### src/hw/dot_matrix_pkg.sv
`default_nettype none

package dot_matrix_pkg;

    // panel geometry, fixed by the LED module
    localparam int MATRIX_ROWS = 8;
    localparam int MATRIX_COLS = 8;
    localparam int ROW_IDX_W   = 3;

    localparam int GLYPH_COUNT = 12; // codes 12..15 are blank

    typedef enum logic [3:0] {
        GLYPH_LEVEL0 = 4'd0,
        GLYPH_LEVEL1 = 4'd1,
        GLYPH_LEVEL2 = 4'd2,
        GLYPH_LEVEL3 = 4'd3,
        GLYPH_LEVEL4 = 4'd4,
        GLYPH_FULL   = 4'd5,
        GLYPH_FLAME  = 4'd6,
        GLYPH_STEAM  = 4'd7,
        GLYPH_RING   = 4'd8,
        GLYPH_CHECK  = 4'd9,
        GLYPH_CROSS  = 4'd10,
        GLYPH_ARROW  = 4'd11
    } glyph_t;

    // request seen by the rom, after synchronising and latching
    typedef struct packed {
        glyph_t glyph;
        logic   enable; // synchronised st
        logic   hot;    // synchronised temp
    } frame_req_t;

endpackage

`default_nettype wire

### src/hw/frame_select.sv
`timescale 1ns/1ps
`default_nettype none

module frame_select (
    input  logic                       clk,
    input  logic                       rst,
    input  logic                       st,
    input  logic                       temp,
    input  logic [3:0]                 num,
    output dot_matrix_pkg::frame_req_t frame_req
);
    import dot_matrix_pkg::*;

    logic [1:0] st_sync;   // [1] is the stable copy
    logic [1:0] temp_sync;

    // two-flop synchronisers for the asynchronous levels
    always_ff @(posedge clk or posedge rst)
    begin
        if (rst)
        begin
            st_sync   <= 2'b00;
            temp_sync <= 2'b00;
        end
        else
        begin
            st_sync   <= {st_sync[0], st};
            temp_sync <= {temp_sync[0], temp};
        end
    end

    // latch stage, num is quasi-static so it is sampled directly
    always_ff @(posedge clk or posedge rst)
    begin
        if (rst)
        begin
            frame_req <= '0;
        end
        else
        begin
            frame_req.enable <= st_sync[1];
            frame_req.hot    <= temp_sync[1];
            if (st_sync[1])
            begin
                frame_req.glyph <= glyph_t'(num);
            end
            else
            begin
                frame_req.glyph <= GLYPH_LEVEL0; // display off
            end
        end
    end

endmodule

`default_nettype wire

### src/hw/glyph_rom.sv
`timescale 1ns/1ps
`default_nettype none

module glyph_rom (
    input  logic                                 clk,
    input  logic                                 rst,
    input  dot_matrix_pkg::frame_req_t           frame_req,
    input  logic [dot_matrix_pkg::ROW_IDX_W-1:0] row_idx,
    output logic [dot_matrix_pkg::MATRIX_COLS-1:0] pattern,
    output logic                                 hot_q
);
    import dot_matrix_pkg::*;

    logic [MATRIX_COLS-1:0] bits;

    always_comb
    begin
        bits = '0;
        // blank unless enabled and the code names a real glyph
        if (frame_req.enable && (frame_req.glyph < GLYPH_COUNT))
        begin
            case (frame_req.glyph)
                GLYPH_LEVEL0:
                begin
                    case (row_idx)
                        3'd2, 3'd5: bits = 8'b0001_1000;
                        3'd3, 3'd4: bits = 8'b0011_1100;
                        default:    bits = 8'b0000_0000;
                    endcase
                end
                GLYPH_LEVEL1:
                begin
                    case (row_idx)
                        3'd2, 3'd5: bits = 8'b0011_1000;
                        3'd3, 3'd4: bits = 8'b0111_1100;
                        default:    bits = 8'b0000_0000;
                    endcase
                end
                GLYPH_LEVEL2:
                begin
                    case (row_idx)
                        3'd2, 3'd5: bits = 8'b0011_1100;
                        3'd3, 3'd4: bits = 8'b0111_1110;
                        default:    bits = 8'b0000_0000;
                    endcase
                end
                GLYPH_LEVEL3:
                begin
                    case (row_idx)
                        3'd1, 3'd6:             bits = 8'b0011_1100;
                        3'd2, 3'd3, 3'd4, 3'd5: bits = 8'b0111_1110;
                        default:                bits = 8'b0000_0000;
                    endcase
                end
                GLYPH_LEVEL4:
                begin
                    case (row_idx)
                        3'd0, 3'd7: bits = 8'b0011_1100;
                        3'd1, 3'd6: bits = 8'b0111_1110;
                        default:    bits = 8'b1111_1111; // middle four rows
                    endcase
                end
                GLYPH_FULL:
                begin
                    bits = 8'b1111_1111;
                end
                GLYPH_FLAME:
                begin
                    case (row_idx)
                        3'd0: bits = 8'b1100_0011;
                        3'd1: bits = 8'b1110_0011;
                        3'd2: bits = 8'b1111_0001;
                        3'd3: bits = 8'b1110_0011;
                        3'd4: bits = 8'b1100_0111;
                        3'd5: bits = 8'b1110_0111;
                        3'd6: bits = 8'b1111_0111;
                        3'd7: bits = 8'b1111_1011;
                    endcase
                end
                GLYPH_STEAM:
                begin
                    case (row_idx)
                        3'd1:    bits = 8'b0000_0001;
                        3'd2:    bits = 8'b1000_0001;
                        3'd3:    bits = 8'b1100_0011;
                        3'd4:    bits = 8'b1000_0011;
                        3'd5:    bits = 8'b1100_0111;
                        3'd6:    bits = 8'b1110_0111;
                        3'd7:    bits = 8'b1111_0011;
                        default: bits = 8'b0000_0000;
                    endcase
                end
                GLYPH_RING:
                begin
                    case (row_idx)
                        3'd1, 3'd6:             bits = 8'b0011_1100;
                        3'd2, 3'd3, 3'd4, 3'd5: bits = 8'b0100_0010;
                        default:                bits = 8'b0000_0000;
                    endcase
                end
                GLYPH_CHECK:
                begin
                    case (row_idx)
                        3'd1:    bits = 8'b0000_0001;
                        3'd2:    bits = 8'b0000_0011;
                        3'd3:    bits = 8'b0000_0110;
                        3'd4:    bits = 8'b1000_1100;
                        3'd5:    bits = 8'b1101_1000;
                        3'd6:    bits = 8'b0111_0000;
                        3'd7:    bits = 8'b0010_0000;
                        default: bits = 8'b0000_0000;
                    endcase
                end
                GLYPH_CROSS:
                begin
                    case (row_idx)
                        3'd0, 3'd7: bits = 8'b1000_0001;
                        3'd1, 3'd6: bits = 8'b0100_0010;
                        3'd2, 3'd5: bits = 8'b0010_0100;
                        default:    bits = 8'b0001_1000;
                    endcase
                end
                GLYPH_ARROW:
                begin
                    case (row_idx)
                        3'd0:    bits = 8'b0001_1000;
                        3'd1:    bits = 8'b0011_1100;
                        3'd2:    bits = 8'b0111_1110;
                        3'd3:    bits = 8'b1101_1011;
                        default: bits = 8'b0001_1000; // shaft
                    endcase
                end
                default:
                begin
                    bits = '0;
                end
            endcase
        end
    end

    // colour flag travels with the row it belongs to
    always_ff @(posedge clk or posedge rst)
    begin
        if (rst)
        begin
            pattern <= '0;
            hot_q   <= 1'b0;
        end
        else
        begin
            pattern <= bits;
            hot_q   <= frame_req.hot;
        end
    end

endmodule

`default_nettype wire

### src/hw/row_scanner.sv
`timescale 1ns/1ps
`default_nettype none

module row_scanner (
    input  logic                                   clk,
    input  logic                                   rst,
    input  logic [dot_matrix_pkg::MATRIX_COLS-1:0] pattern,
    input  logic                                   hot_q,
    output logic [dot_matrix_pkg::ROW_IDX_W-1:0]   row_idx,
    output logic [dot_matrix_pkg::MATRIX_ROWS-1:0] row,
    output logic [dot_matrix_pkg::MATRIX_COLS-1:0] colg,
    output logic [dot_matrix_pkg::MATRIX_COLS-1:0] colr
);
    import dot_matrix_pkg::*;

    localparam logic [ROW_IDX_W-1:0] LAST_ROW = ROW_IDX_W'(MATRIX_ROWS - 1);

    // free-running row counter, index of the row being prepared
    always_ff @(posedge clk or posedge rst)
    begin
        if (rst)
        begin
            row_idx <= '0;
        end
        else if (row_idx == LAST_ROW)
        begin
            row_idx <= '0;
        end
        else
        begin
            row_idx <= row_idx + ROW_IDX_W'(1);
        end
    end

    // strobe lags the index by one, same as the rom output
    always_ff @(posedge clk or posedge rst)
    begin
        if (rst)
        begin
            row <= '1; // no row driven
        end
        else
        begin
            row          <= '1;
            row[row_idx] <= 1'b0;
        end
    end

    assign colg = pattern;
    assign colr = pattern & {MATRIX_COLS{hot_q}}; // red on top of green gives amber

endmodule

`default_nettype wire

### src/hw/dot_matrix_display.sv
`timescale 1ns/1ps
`default_nettype none

module dot_matrix_display (
    input  logic                                   clk,
    input  logic                                   rst,
    input  logic                                   st,
    input  logic                                   temp,
    input  logic [3:0]                             num,
    output logic [dot_matrix_pkg::MATRIX_ROWS-1:0] row,
    output logic [dot_matrix_pkg::MATRIX_COLS-1:0] colg,
    output logic [dot_matrix_pkg::MATRIX_COLS-1:0] colr
);
    import dot_matrix_pkg::*;

    frame_req_t             frame_req;
    logic [ROW_IDX_W-1:0]   row_idx;
    logic [MATRIX_COLS-1:0] pattern;
    logic                   hot_q;

    frame_select u_frame_select (
        .clk       (clk),
        .rst       (rst),
        .st        (st),
        .temp      (temp),
        .num       (num),
        .frame_req (frame_req)
    );

    glyph_rom u_glyph_rom (
        .clk       (clk),
        .rst       (rst),
        .frame_req (frame_req),
        .row_idx   (row_idx),
        .pattern   (pattern),
        .hot_q     (hot_q)
    );

    row_scanner u_row_scanner (
        .clk     (clk),
        .rst     (rst),
        .pattern (pattern),
        .hot_q   (hot_q),
        .row_idx (row_idx),
        .row     (row),
        .colg    (colg),
        .colr    (colr)
    );

endmodule

`default_nettype wire

### config.mk
export PLATFORM = sky130hd
export DESIGN_NAME = dot_matrix_display
export DESIGN_NICKNAME = d
export VERILOG_FILES = /design/src/hw/dot_matrix_pkg.sv /design/src/hw/frame_select.sv /design/src/hw/glyph_rom.sv /design/src/hw/row_scanner.sv /design/src/hw/dot_matrix_display.sv
export SDC_FILE = /design/constraint.sdc
export NUM_CORES = 1
export LEC_CHECK = 0
export BUFFER_PORTS_ARGS = -buffer_cell sky130_fd_sc_hd__buf_2
export CORE_ASPECT_RATIO = 0.9
export CORE_MARGIN = 4
export CORE_UTILIZATION = 45
export DETAILED_ROUTE_END_ITERATION = 6
export PLACE_DENSITY = 0.67
export SYNTH_ARGS = -nofsm -noshare
export SYNTH_HDL_FRONTEND = slang
export SYNTH_SLANG_ARGS = --single-unit
### constraint.sdc
create_clock -name clk -period 2.7 [get_ports clk]
set_input_delay 0.27 -clock clk [delete_from_list [all_inputs] [get_ports clk]]
set_output_delay 0.27 -clock clk [all_outputs]
set_load 0.05 [all_outputs]
==> flow_metrics.py, run 1 <==
metrics = {
    "run_status": {
        "status": "complete, no violations",
    },
    "floorplan": {
        "die_y_um": 67.11,
        "die_area_um2": 4944,
        "core_area_um2": 3731,
        "rows": 21,
        "die_w_um": 73.67,
        "initial_core_util": 0.4681,
        "io_pins": 32,
    },
    "synthesis": {
        "seq_area_frac_synth": 0.4355,
        "synth_compound_area_frac": 0.1848,
        "muxShareOfSynthArea": 0.03510,
        "synth_top_family_by_area": "simple AND/OR/NAND/NOR gates",
        "ys.flop_type": "dfrtp_1",
        "synth_top_area_frac": 0.3152,
        "synth_most_common_cell": "dfrtp_1",
        "syn_nets": 190,
        "synthAdderAreaFrac": 0.06447,
        "synth-async-reset-ratio": 1.000,
        "synth_xor_area_frac": 0,
        "ys_seq_elements": 30,
        "yosys.area_share.simple": 0.2271,
        "syn_inst": 173,
        "syn_area_um2": 1747,
        "netlist.top_cell.by_area": "dfrtp_1",
        "synth-edff-count": 0,
        "syn_area_per_cell_um2": 10.10,
        "yosysUniqueCellTypes": 46,
        "synthTopCellsByArea": "dfrtp_1 32%, dfstp_2 12%, ha_1 6.4%, and2_1 4.7%, a21oi_1 3.7%",
        "ys_warn_count": 0,
        "synth_commonest_cells": "22 x dfrtp_1, 13 x a21oi_1, 13 x and2_1, 10 x nand3_1, 10 x nor2_1",
    },
    "clock_tree": {
        "post-cts-setup-buffers": 0,
        "clock_tree.buffer_depth": 2,
        "clkTransAtPathRegs_ns": 0.06,
        "clk_latency_ns": 0.28,
        "cts_tree": "done",
        "numClockSinks": 30,
        "h-tree-depth": 2,
        "cts_root_buffer": "clkbuf_8",
        "hold_buffers": 0,
        "cts_buffers": 5,
        "cts_resized": 0,
    },
    "routing": {
        "drt_wl_total_mm": 4.049,
        "drtPass1Iterations": 4,
        "antenna_left": 0,
        "wl_per_cell_um": 16.13,
        "drc": 0,
        "drtIter0Drc": 101,
        "routed_via_density": 5.821,
        "dr_total_vias": 1461,
    },
    "timing": {
        "hold_viol": 0,
        "rsz0062_at_grt": "false",
        "relSlewSlack": 0.5624,
        "worst_pin_slew_ns": 0.6563,
        "slew_violations": 0,
        "finalSetupViolCount": 0,
        "post-route-min-period_ns": 2.275,
        "max_freq_ghz": 0.4395,
        "period_share": 0.8426,
        "tns_ns": 0,
        "finClkSkew_ns": 0.003489,
    },
    "final_layout": {
        "syn2layout_area_growth_pct": 16.40,
        "num-nets-final": 221,
        "layout.cells.non_filler": 251,
        "diodes": 0,
        "layout-drive-gt1-share": 0.2780,
        "finalInstanceArea_um2": 2033,
    },
    "placed_design": {
        "routabilityCongestion": 0.9055,
        "placed_cells_incl_taps": 243,
        "hpwl_mm": 3.047,
        "portBuffers": 31,
        "place_area_um2": 1923,
    },
    "critical_path": {
        "startpoint_type": "flop",
        "r2r_start": "u_row_scanner.row_idx[0]",
        "path_max_fanout": 13,
        "cp.arrival_ns": 2.43,
        "worstSetupPathType": "reg2reg",
        "cp.required_ns": 2.85,
        "r2r_setup_slack_ns": 0.42,
        "reg2reg_to": "u_glyph_rom.pattern[6]",
        "worstSetupEndpointType": "flop",
        "reg2reg_depth": 6,
    },
    "min_path": {
        "hp-class": "in2async",
    },
    "global_route": {
        "grt_max_degree": 27,
        "track_usage": 0.1780,
        "grt_pass1_vias": 1338,
        "grt.overflow.total": 0,
        "antenna_found_initial": 0,
        "grt_pass1_wl_mm": 6.520,
    },
    "pwr": {
        "peakVddDrop_v": 0.0003319,
        "p_leak_nw": 0.8885,
        "power_density_nw_per_um2": 480.4,
    },
    "flow_run": {
        "cap_violations": 0,
    },
}
cells in the final DEF (no fill, tap or decap), drive strengths merged, types with 3 or more instances in the layout:
cell,netlist,routed
buf,10,34
dfrtp,22,22
a21oi,13,13
and2,13,13
nor2,11,11
nand3,10,10
ha,9,9
nor3,8,8
clkbuf,0,8
dfstp,8,8
inv,8,8
mux2i,5,5
nand2,5,5
nand2b,4,4
a211oi,4,4
a31oi,4,4
nor4,3,3
a41oi,3,3
o31a,3,3
sequential cells by signal, summed over array words and instances, names as in the netlist:
name and flops:
u_glyph_rom.pattern 8, u_row_scanner.row 8, u_frame_select.frame_req 6, u_row_scanner.row_idx 3, u_frame_select.st_sync 2, u_frame_select.temp_sync 2
u_glyph_rom.hot_q 1
worst max-delay path, stage by stage (launching register included):
cell	delay, ns
dfrtp_1	0.50
inv_1	0.20
ha_1	0.41
a211oi_1	0.42
a221oi_1	0.17
nor4_1	0.33
a31oi_1	0.12
where the power goes:
group / internal [mW] / leakage [nW] / switching (mW) / total [mW]
registers: 0.463 / 0.365 / 0.0202 / 0.483
clock network: 0.257 / 0.0575 / 0.155 / 0.412
logic: 0.0291 / 0.466 / 0.0531 / 0.0822
final cells by class:
type	count	area [um^2]
Multi-Input combinational cell	124	893.4
Clock buffer	8	110.1
Inverter	9	33.78
Sequential cell	30	760.7
Fill cell	344	1698
Tap cell	46	57.56
Timing Repair Buffer	34	177.7
worst max-delay path by stage:
stage | start | endpoint | slack (ns) | cells after the start
final | u_row_scanner.row_idx[0] | u_glyph_rom.pattern[6] | 0.42 | 6
after global placement | u_row_scanner.row_idx[0] | u_glyph_rom.pattern[0] | 0.46 | 6
after global routing | u_row_scanner.row_idx[0] | u_glyph_rom.pattern[5] | 0.17 | 6
after detailed placement | u_row_scanner.row_idx[0] | u_glyph_rom.pattern[6] | 0.46 | 6
after CTS | u_row_scanner.row_idx[0] | u_glyph_rom.pattern[6] | 0.44 | 6
after floorplan | u_row_scanner.row_idx[0] | u_glyph_rom.pattern[7] | 0.79 | 6
routing by layer:
metal  global-route usage  up-vias  part of all wire
met4              0.08824        0             0.033
met1               0.2280      674              0.43
met3              0.05279       11             0.091
met2               0.2721       81              0.45
li1                     -      695                 -
met5                    0        -                 0
stage by stage:
stage | worst slack (ns) | utilization | power, mW | hold slack [ns]
CTS | 0.4376 | 0.5449 | 0.9898 | 0.07014
floorplan | 0.7921 | - | 0.5486 | 0.3014
finish | 0.4249 | 0.5449 | 0.9768 | 0.04992
global placement | 0.4633 | 0.5154 | 0.5722 | 0.3358
detailed placement | 0.4633 | 0.5154 | 0.5728 | 0.3378
global route | 0.1673 | 0.5449 | 1.019 | 0.08828
kinds of logic after synthesis:
logic type,Yosys count
AOI/OAI and AO/OA,43
adders and majority gates,9
buffers and inverters,19
DFF,30
muxes,6
and+or+nand+nor,66
Note: power is estimated with default switching activity, not from simulation.
==> run 2, diff against run 1 <==
==> constraint.sdc (replaced) <==
create_clock -name clk -period 2.2 [get_ports clk]
set_input_delay 0.22 -clock clk [delete_from_list [all_inputs] [get_ports clk]]
set_output_delay 0.22 -clock clk [all_outputs]
set_load 0.05 [all_outputs]
==> run 2 against run 1 <==
Compared with the run above: worst setup slack got worse by 0.27 ns; sequential cell count unchanged; power increased by 12%; register-to-register slack worse by 0.27 ns; hold slack worse by 0.0017 ns; sequential share of layout area fell by 0.64 points; utilization is 1.0 points higher; global-route usage up 1.3 points; critical path type unchanged; largest power group unchanged.
==> flow_metrics.py, run 2 (synthesis gave the netlist of run 1 again) <==
metrics = {
    "pwr": {
        "p_seq_frac": 0.539,
        "p_int_mw": 0.8285,
        "swShare": 0.2448,
        "pwr-share-comb": 0.093,
        "p_leak_nw": 0.8963,
        "peakVddDrop_v": 0.0003531,
        "power_density_nw_per_um2": 529.5,
        "switchingPower_mw": 0.2686,
        "clkPwrFrac": 0.368,
    },
    "critical_path": {
        "startpoint_type": "flop",
        "path_max_fanout": 13,
        "worstSetupEndpointType": "flop",
        "cp.required_ns": 2.36,
        "crit_start": "u_row_scanner.row_idx[0]",
        "cp.arrival_ns": 2.20,
        "r2r_start": "u_row_scanner.row_idx[0]",
        "worstSetupPathType": "reg2reg",
    },
    "clock_tree": {
        "post-cts-setup-buffers": 0,
        "clk_latency_ns": 0.27,
        "cts_root_buffer": "clkbuf_8",
        "h-tree-depth": 2,
        "clkTransAtPathRegs_ns": 0.06,
        "cts_buffers": 5,
        "cts_tree": "done",
        "numClockSinks": 30,
        "clock_tree.buffer_depth": 2,
    },
    "placed_design": {
        "portBuffers": 31,
        "hpwl_mm": 3.213,
        "routabilityCongestion": 0.9447,
    },
    "timing": {
        "hold_viol": 0,
        "period_share": 0.9291,
        "post-route-min-period_ns": 2.044,
        "relSlewSlack": 0.5741,
        "slew_violations": 0,
        "worst_pin_slew_ns": 0.6389,
        "max_freq_ghz": 0.4892,
        "finClkSkew_ns": 0.001704,
        "finalSetupViolCount": 0,
        "rsz0062_at_grt": "false",
        "tns_ns": 0,
    },
    "final_layout": {
        "regArea_um2": 762.0,
        "final_cell_mix": "31 x buf_2, 21 x dfrtp_1, 13 x a21oi_1, 13 x and2_1",
        "fillCellCount": 350,
        "multi_input_area_um2": 905.9,
        "fin_util": 0.5553,
        "layout-drive-gt1-share": 0.3066,
        "diodes": 0,
        "num-nets-final": 228,
        "final_common_cell": "buf_2",
        "syn2layout_area_growth_pct": 18.62,
        "layout_top_registers": "u_glyph_rom.pattern x8, u_row_scanner.row x8, u_frame_select.frame_req x6",
    },
    "global_route": {
        "grt_max_degree": 23,
        "grt_pass1_wl_mm": 7.010,
        "track_usage": 0.1905,
        "antenna_found_initial": 0,
        "grt_pass1_vias": 1396,
        "grt.overflow.total": 0,
    },
    "routing": {
        "wl_per_cell_um": 16.64,
        "antenna_left": 0,
        "drtPass1Iterations": 4,
        "drt_wl_total_mm": 4.293,
        "drtIter0Drc": 137,
        "dr_total_vias": 1493,
        "routed_via_density": 5.787,
        "drc": 0,
    },
    "min_path": {
        "hp-start": "temp",
        "hp-class": "in2reg",
    },
    "floorplan": {
        "die_area_um2": 4944,
        "core_area_um2": 3731,
        "rows": 21,
        "initial_core_util": 0.4681,
        "die_w_um": 73.67,
        "die_y_um": 67.11,
        "io_pins": 32,
    },
    "flow_run": {
        "cap_violations": 0,
    },
    "run_status": {
        "status": "complete, no violations",
    },
}
==> run 2: changes by cell type in the layout (fill, tap and decap cells not counted) <==
cell	delta
a211oi_2	+1
clkbuf_1	+3
ha_2	+3
dfrtp_2	+1
a211oi_1	-1
dlygate4sd3_1	+1
clkbuf_8	-3
dfrtp_1	-1
ha_1	-3
buf_4	+6
==> run 2: path summary, 6_finish.rpt <==
path / endpoint / slack (ns) / cells past startpoint
setup reg to reg: u_glyph_rom.pattern[0] / 0.16 / 6
hold / removal: u_frame_select.temp_sync[0] / 0.05 / 1
min in group asynchronous: u_glyph_rom.pattern[7] / 0.44 / 3
max in group asynchronous: u_row_scanner.row[2] / 1.12 / 4
setup / recovery: u_glyph_rom.pattern[0] / 0.16 / 6
hold reg to reg: u_frame_select.temp_sync[1] / 0.35 / 0
==> run 2: timing repair <==
item | CTS | global route
hold buffers | 1 | 0
resized for setup | 0 | 5
setup endpoints to repair | 0 | 8
endpoints found under the hold margin | 8 | 0
==> run 2: layer usage <==
| metal | part of all wire | vias to the layer above | track usage |
|---|---|---|---|
| li1 | - | 715 | - |
| met1 | 0.43 | 695 | 0.2530 |
| met2 | 0.47 | 71 | 0.2987 |
| met3 | 0.077 | 12 | 0.04827 |
| met4 | 0.021 | 0 | 0.07014 |
| met5 | 0 | - | 0 |
==> run 2: cell type report <==
type | instances | area share
multi-input cells | 124 | 0.4372
flip-flops and latches | 30 | 0.3678
inverters | 9 | 0.01630
clock buffers | 8 | 0.03865
repair buffers | 41 | 0.1123
well taps | 46 | 0.02778
==> run 2: power by group through the flow <==
stage          Clock (mW)  Sequential, mW  Combinational (mW)
2_1_floorplan           0           0.602              0.0714
3_3_place_gp            0           0.600               0.101
3_5_place_dp            0           0.600               0.101
4_1_cts             0.417           0.591               0.103
5_1_grt             0.443           0.595               0.110
6_report            0.404           0.592               0.102
==> run 2: critical path, stage by stage, from the launching register on <==
cell and delay, ns:
dfrtp_1 0.42, inv_1 0.22, ha_2 0.40, nor3b_1 0.11, a2111oi_2 0.35, o32ai_1 0.14
o31a_1 0.29
==> run 2: metrics by stage <==
step,std cells,area [um^2],setup WS (ns),hold WS [ns],total power [mW]
after floorplan,173,1747,0.2921,0.2514,0.6733
after global placement,249,1968,0.09686,0.1817,0.7016
after detailed placement,249,1968,0.06555,0.1929,0.7015
after CTS,258,2058,0.04944,0.04295,1.111
after global routing,258,2072,0.04902,0.03633,1.148
final,258,2072,0.1559,0.04817,1.097
==> run 3, diff against run 2 <==
--- a/config.mk
+++ b/config.mk
@@ -6,7 +6,7 @@
 export NUM_CORES = 1
 export LEC_CHECK = 0
 export BUFFER_PORTS_ARGS = -buffer_cell sky130_fd_sc_hd__buf_2
-export CORE_ASPECT_RATIO = 0.9
+export CORE_ASPECT_RATIO = 0.75
 export CORE_MARGIN = 4
 export CORE_UTILIZATION = 45
 export DETAILED_ROUTE_END_ITERATION = 6
==> run 3 against run 2 <==
Compared with the run above: sequential share of layout area decreased by 0.80 points; wire length increased by 0.47%; utilization increased by 1.5 points; critical path depth unchanged; via count decreased by 0.80%; hold slack got worse by 0.047 ns; maximum frequency decreased by 0.90%; sequential cell count unchanged; largest power group unchanged.
==> flow_metrics.py, run 3 (synthesis gave the netlist of run 1 again) <==
metrics = {
    "timing": {
        "worst_pin_slew_ns": 0.6226,
        "fin_hold_ws_ns": 0.001509,
        "finClkSkew_ns": 0.005476,
        "relSlewSlack": 0.5850,
        "tns_ns": 0,
        "post-route-min-period_ns": 2.063,
        "finalSetupViolCount": 0,
        "rsz0062_at_grt": "false",
        "max_freq_ghz": 0.4848,
        "slew_violations": 0,
        "period_share": 0.9376,
        "fin_ws_ns": 0.1373,
        "hold_viol": 0,
    },
    "critical_path": {
        "critPathTopFamily": "compound AO/OA/AOI/OAI gates",
        "cp.arrival_ns": 2.23,
        "cp_slowest_stage_delay_ns": 0.45,
        "critPathBufInv": 1,
        "startpoint_type": "flop",
        "worst_path_max_delay_cell": "dfrtp_1",
        "path_max_fanout": 13,
        "worstSetupEndpointType": "flop",
        "cp.required_ns": 2.36,
        "worstSetupPathType": "reg2reg",
        "crit_chain": "inv_1 -> ha_2 -> nor3b_1 -> a2111oi_2 -> o32ai_1 -> o31a_1",
    },
    "clock_tree": {
        "cts_root_buffer": "clkbuf_8",
        "clock_tree.buffer_depth": 2,
        "clk_latency_ns": 0.28,
        "numClockSinks": 30,
        "clkTransAtPathRegs_ns": 0.07,
        "h-tree-depth": 2,
        "cts_buffers": 5,
        "cts_tree": "done",
    },
    "floorplan": {
        "rows": 19,
        "die_y_um": 61.96,
        "die_w_um": 79.94,
        "initial_core_util": 0.4710,
        "die_area_um2": 4953,
        "core_area_um2": 3709,
        "io_pins": 32,
    },
    "routing": {
        "drc": 0,
        "routed_via_density": 5.568,
        "dr_total_vias": 1481,
        "wl_per_cell_um": 16.21,
        "drtPass1Iterations": 5,
        "drt_wl_total_mm": 4.313,
        "drtIter0Drc": 73,
        "antenna_left": 0,
    },
    "global_route": {
        "grt_max_degree": 31,
        "antenna_found_initial": 0,
        "grt_pass1_wl_mm": 7.017,
        "grt_pass1_vias": 1382,
        "track_usage": 0.1883,
        "grt.overflow.total": 0,
    },
    "min_path": {
        "hp-class": "in2async",
    },
    "pwr": {
        "p_leak_nw": 0.9262,
        "peakVddDrop_v": 0.0003210,
        "power_density_nw_per_um2": 584.3,
    },
    "final_layout": {
        "layout-drive-gt1-share": 0.3224,
        "diodes": 0,
        "layout_top_registers": "u_glyph_rom.pattern x8, u_row_scanner.row x8, u_frame_select.frame_req x6",
        "num-nets-final": 230,
        "final_cell_mix": "31 x buf_2, 22 x dfrtp_1, 13 x a21oi_1, 13 x and2_1, 12 x buf_4",
        "syn2layout_area_growth_pct": 21.06,
        "final_common_cell": "buf_2",
    },
    "placed_design": {
        "hpwl_mm": 3.110,
        "portBuffers": 31,
        "routabilityCongestion": 0.9432,
        "dpl_worst_slack_ns": 0.05787,
    },
    "flow_run": {
        "cap_violations": 0,
    },
    "run_status": {
        "status": "complete, no violations",
    },
}
[run 3: layer usage]
| metal | share of wire | up-vias | track usage | wire length (um) |
|---|---|---|---|---|
| li1 | - | 718 | - | - |
| met1 | 0.48 | 699 | 0.2723 | 2049 |
| met2 | 0.45 | 56 | 0.2854 | 1942 |
| met3 | 0.061 | 8 | 0.04035 | 264 |
| met4 | 0.013 | 0 | 0.05783 | 56 |
| met5 | 0 | - | 0 | 0 |
[run 3: path summary, 6_finish.rpt]
check | depth (start not counted) | slack (ns) | end | startpoint
setup / recovery | 6 | 0.14 | u_glyph_rom.pattern[7] | u_row_scanner.row_idx[0]
hold / removal | 3 | 0.002 | u_row_scanner.row_idx[1] | rst
setup reg to reg | 6 | 0.14 | u_glyph_rom.pattern[7] | u_row_scanner.row_idx[0]
hold reg to reg | 0 | 0.35 | u_frame_select.frame_req[0] | u_frame_select.temp_sync[1]
max in group asynchronous | 3 | 1.88 | u_row_scanner.row[2] | rst
min in group clk | 1 | 0.04 | u_frame_select.st_sync[0] | st
[run 3: worst reg2reg max path: stages, from the launching register on]
cell       delay (ns)
dfrtp_1          0.45
inv_1            0.21
ha_2             0.39
nor3b_1          0.10
a2111oi_2        0.33
o32ai_1          0.16
o31a_1           0.30
[run 3: area by class of cell]
type                            instances  area (um^2)
Clock buffer                            5        68.82
Timing Repair Buffer                   43        245.2
Multi-Input combinational cell        124        900.9
Tap cell                               52        65.06
Inverter                                9        33.78
Sequential cell                        30        760.7
Clock inverter                          3        40.04
Fill cell                             335         1594
[run 3: repair_timing]
item                       CTS  global route
resized for setup            0             3
setup buffers                0             0
hold buffers                 0             0
setup endpoints to repair    0             8
[run 3: metrics by stage]
step / util / total power, mW / std cells / cell area, um^2
floorplan: - / 0.6733 / 173 / 1747
global placement: 0.5388 / 0.7018 / 258 / 1998
detailed placement: 0.5388 / 0.7027 / 258 / 1998
CTS: 0.5682 / 1.245 / 266 / 2107
global route: 0.5702 / 1.285 / 266 / 2115
finish: 0.5702 / 1.235 / 266 / 2115
[run 3: report_power, final]
group | switching [mW] | internal, mW
clock | 0.209 | 0.333
sequential | 0.0244 | 0.567
combinational | 0.0664 | 0.0357
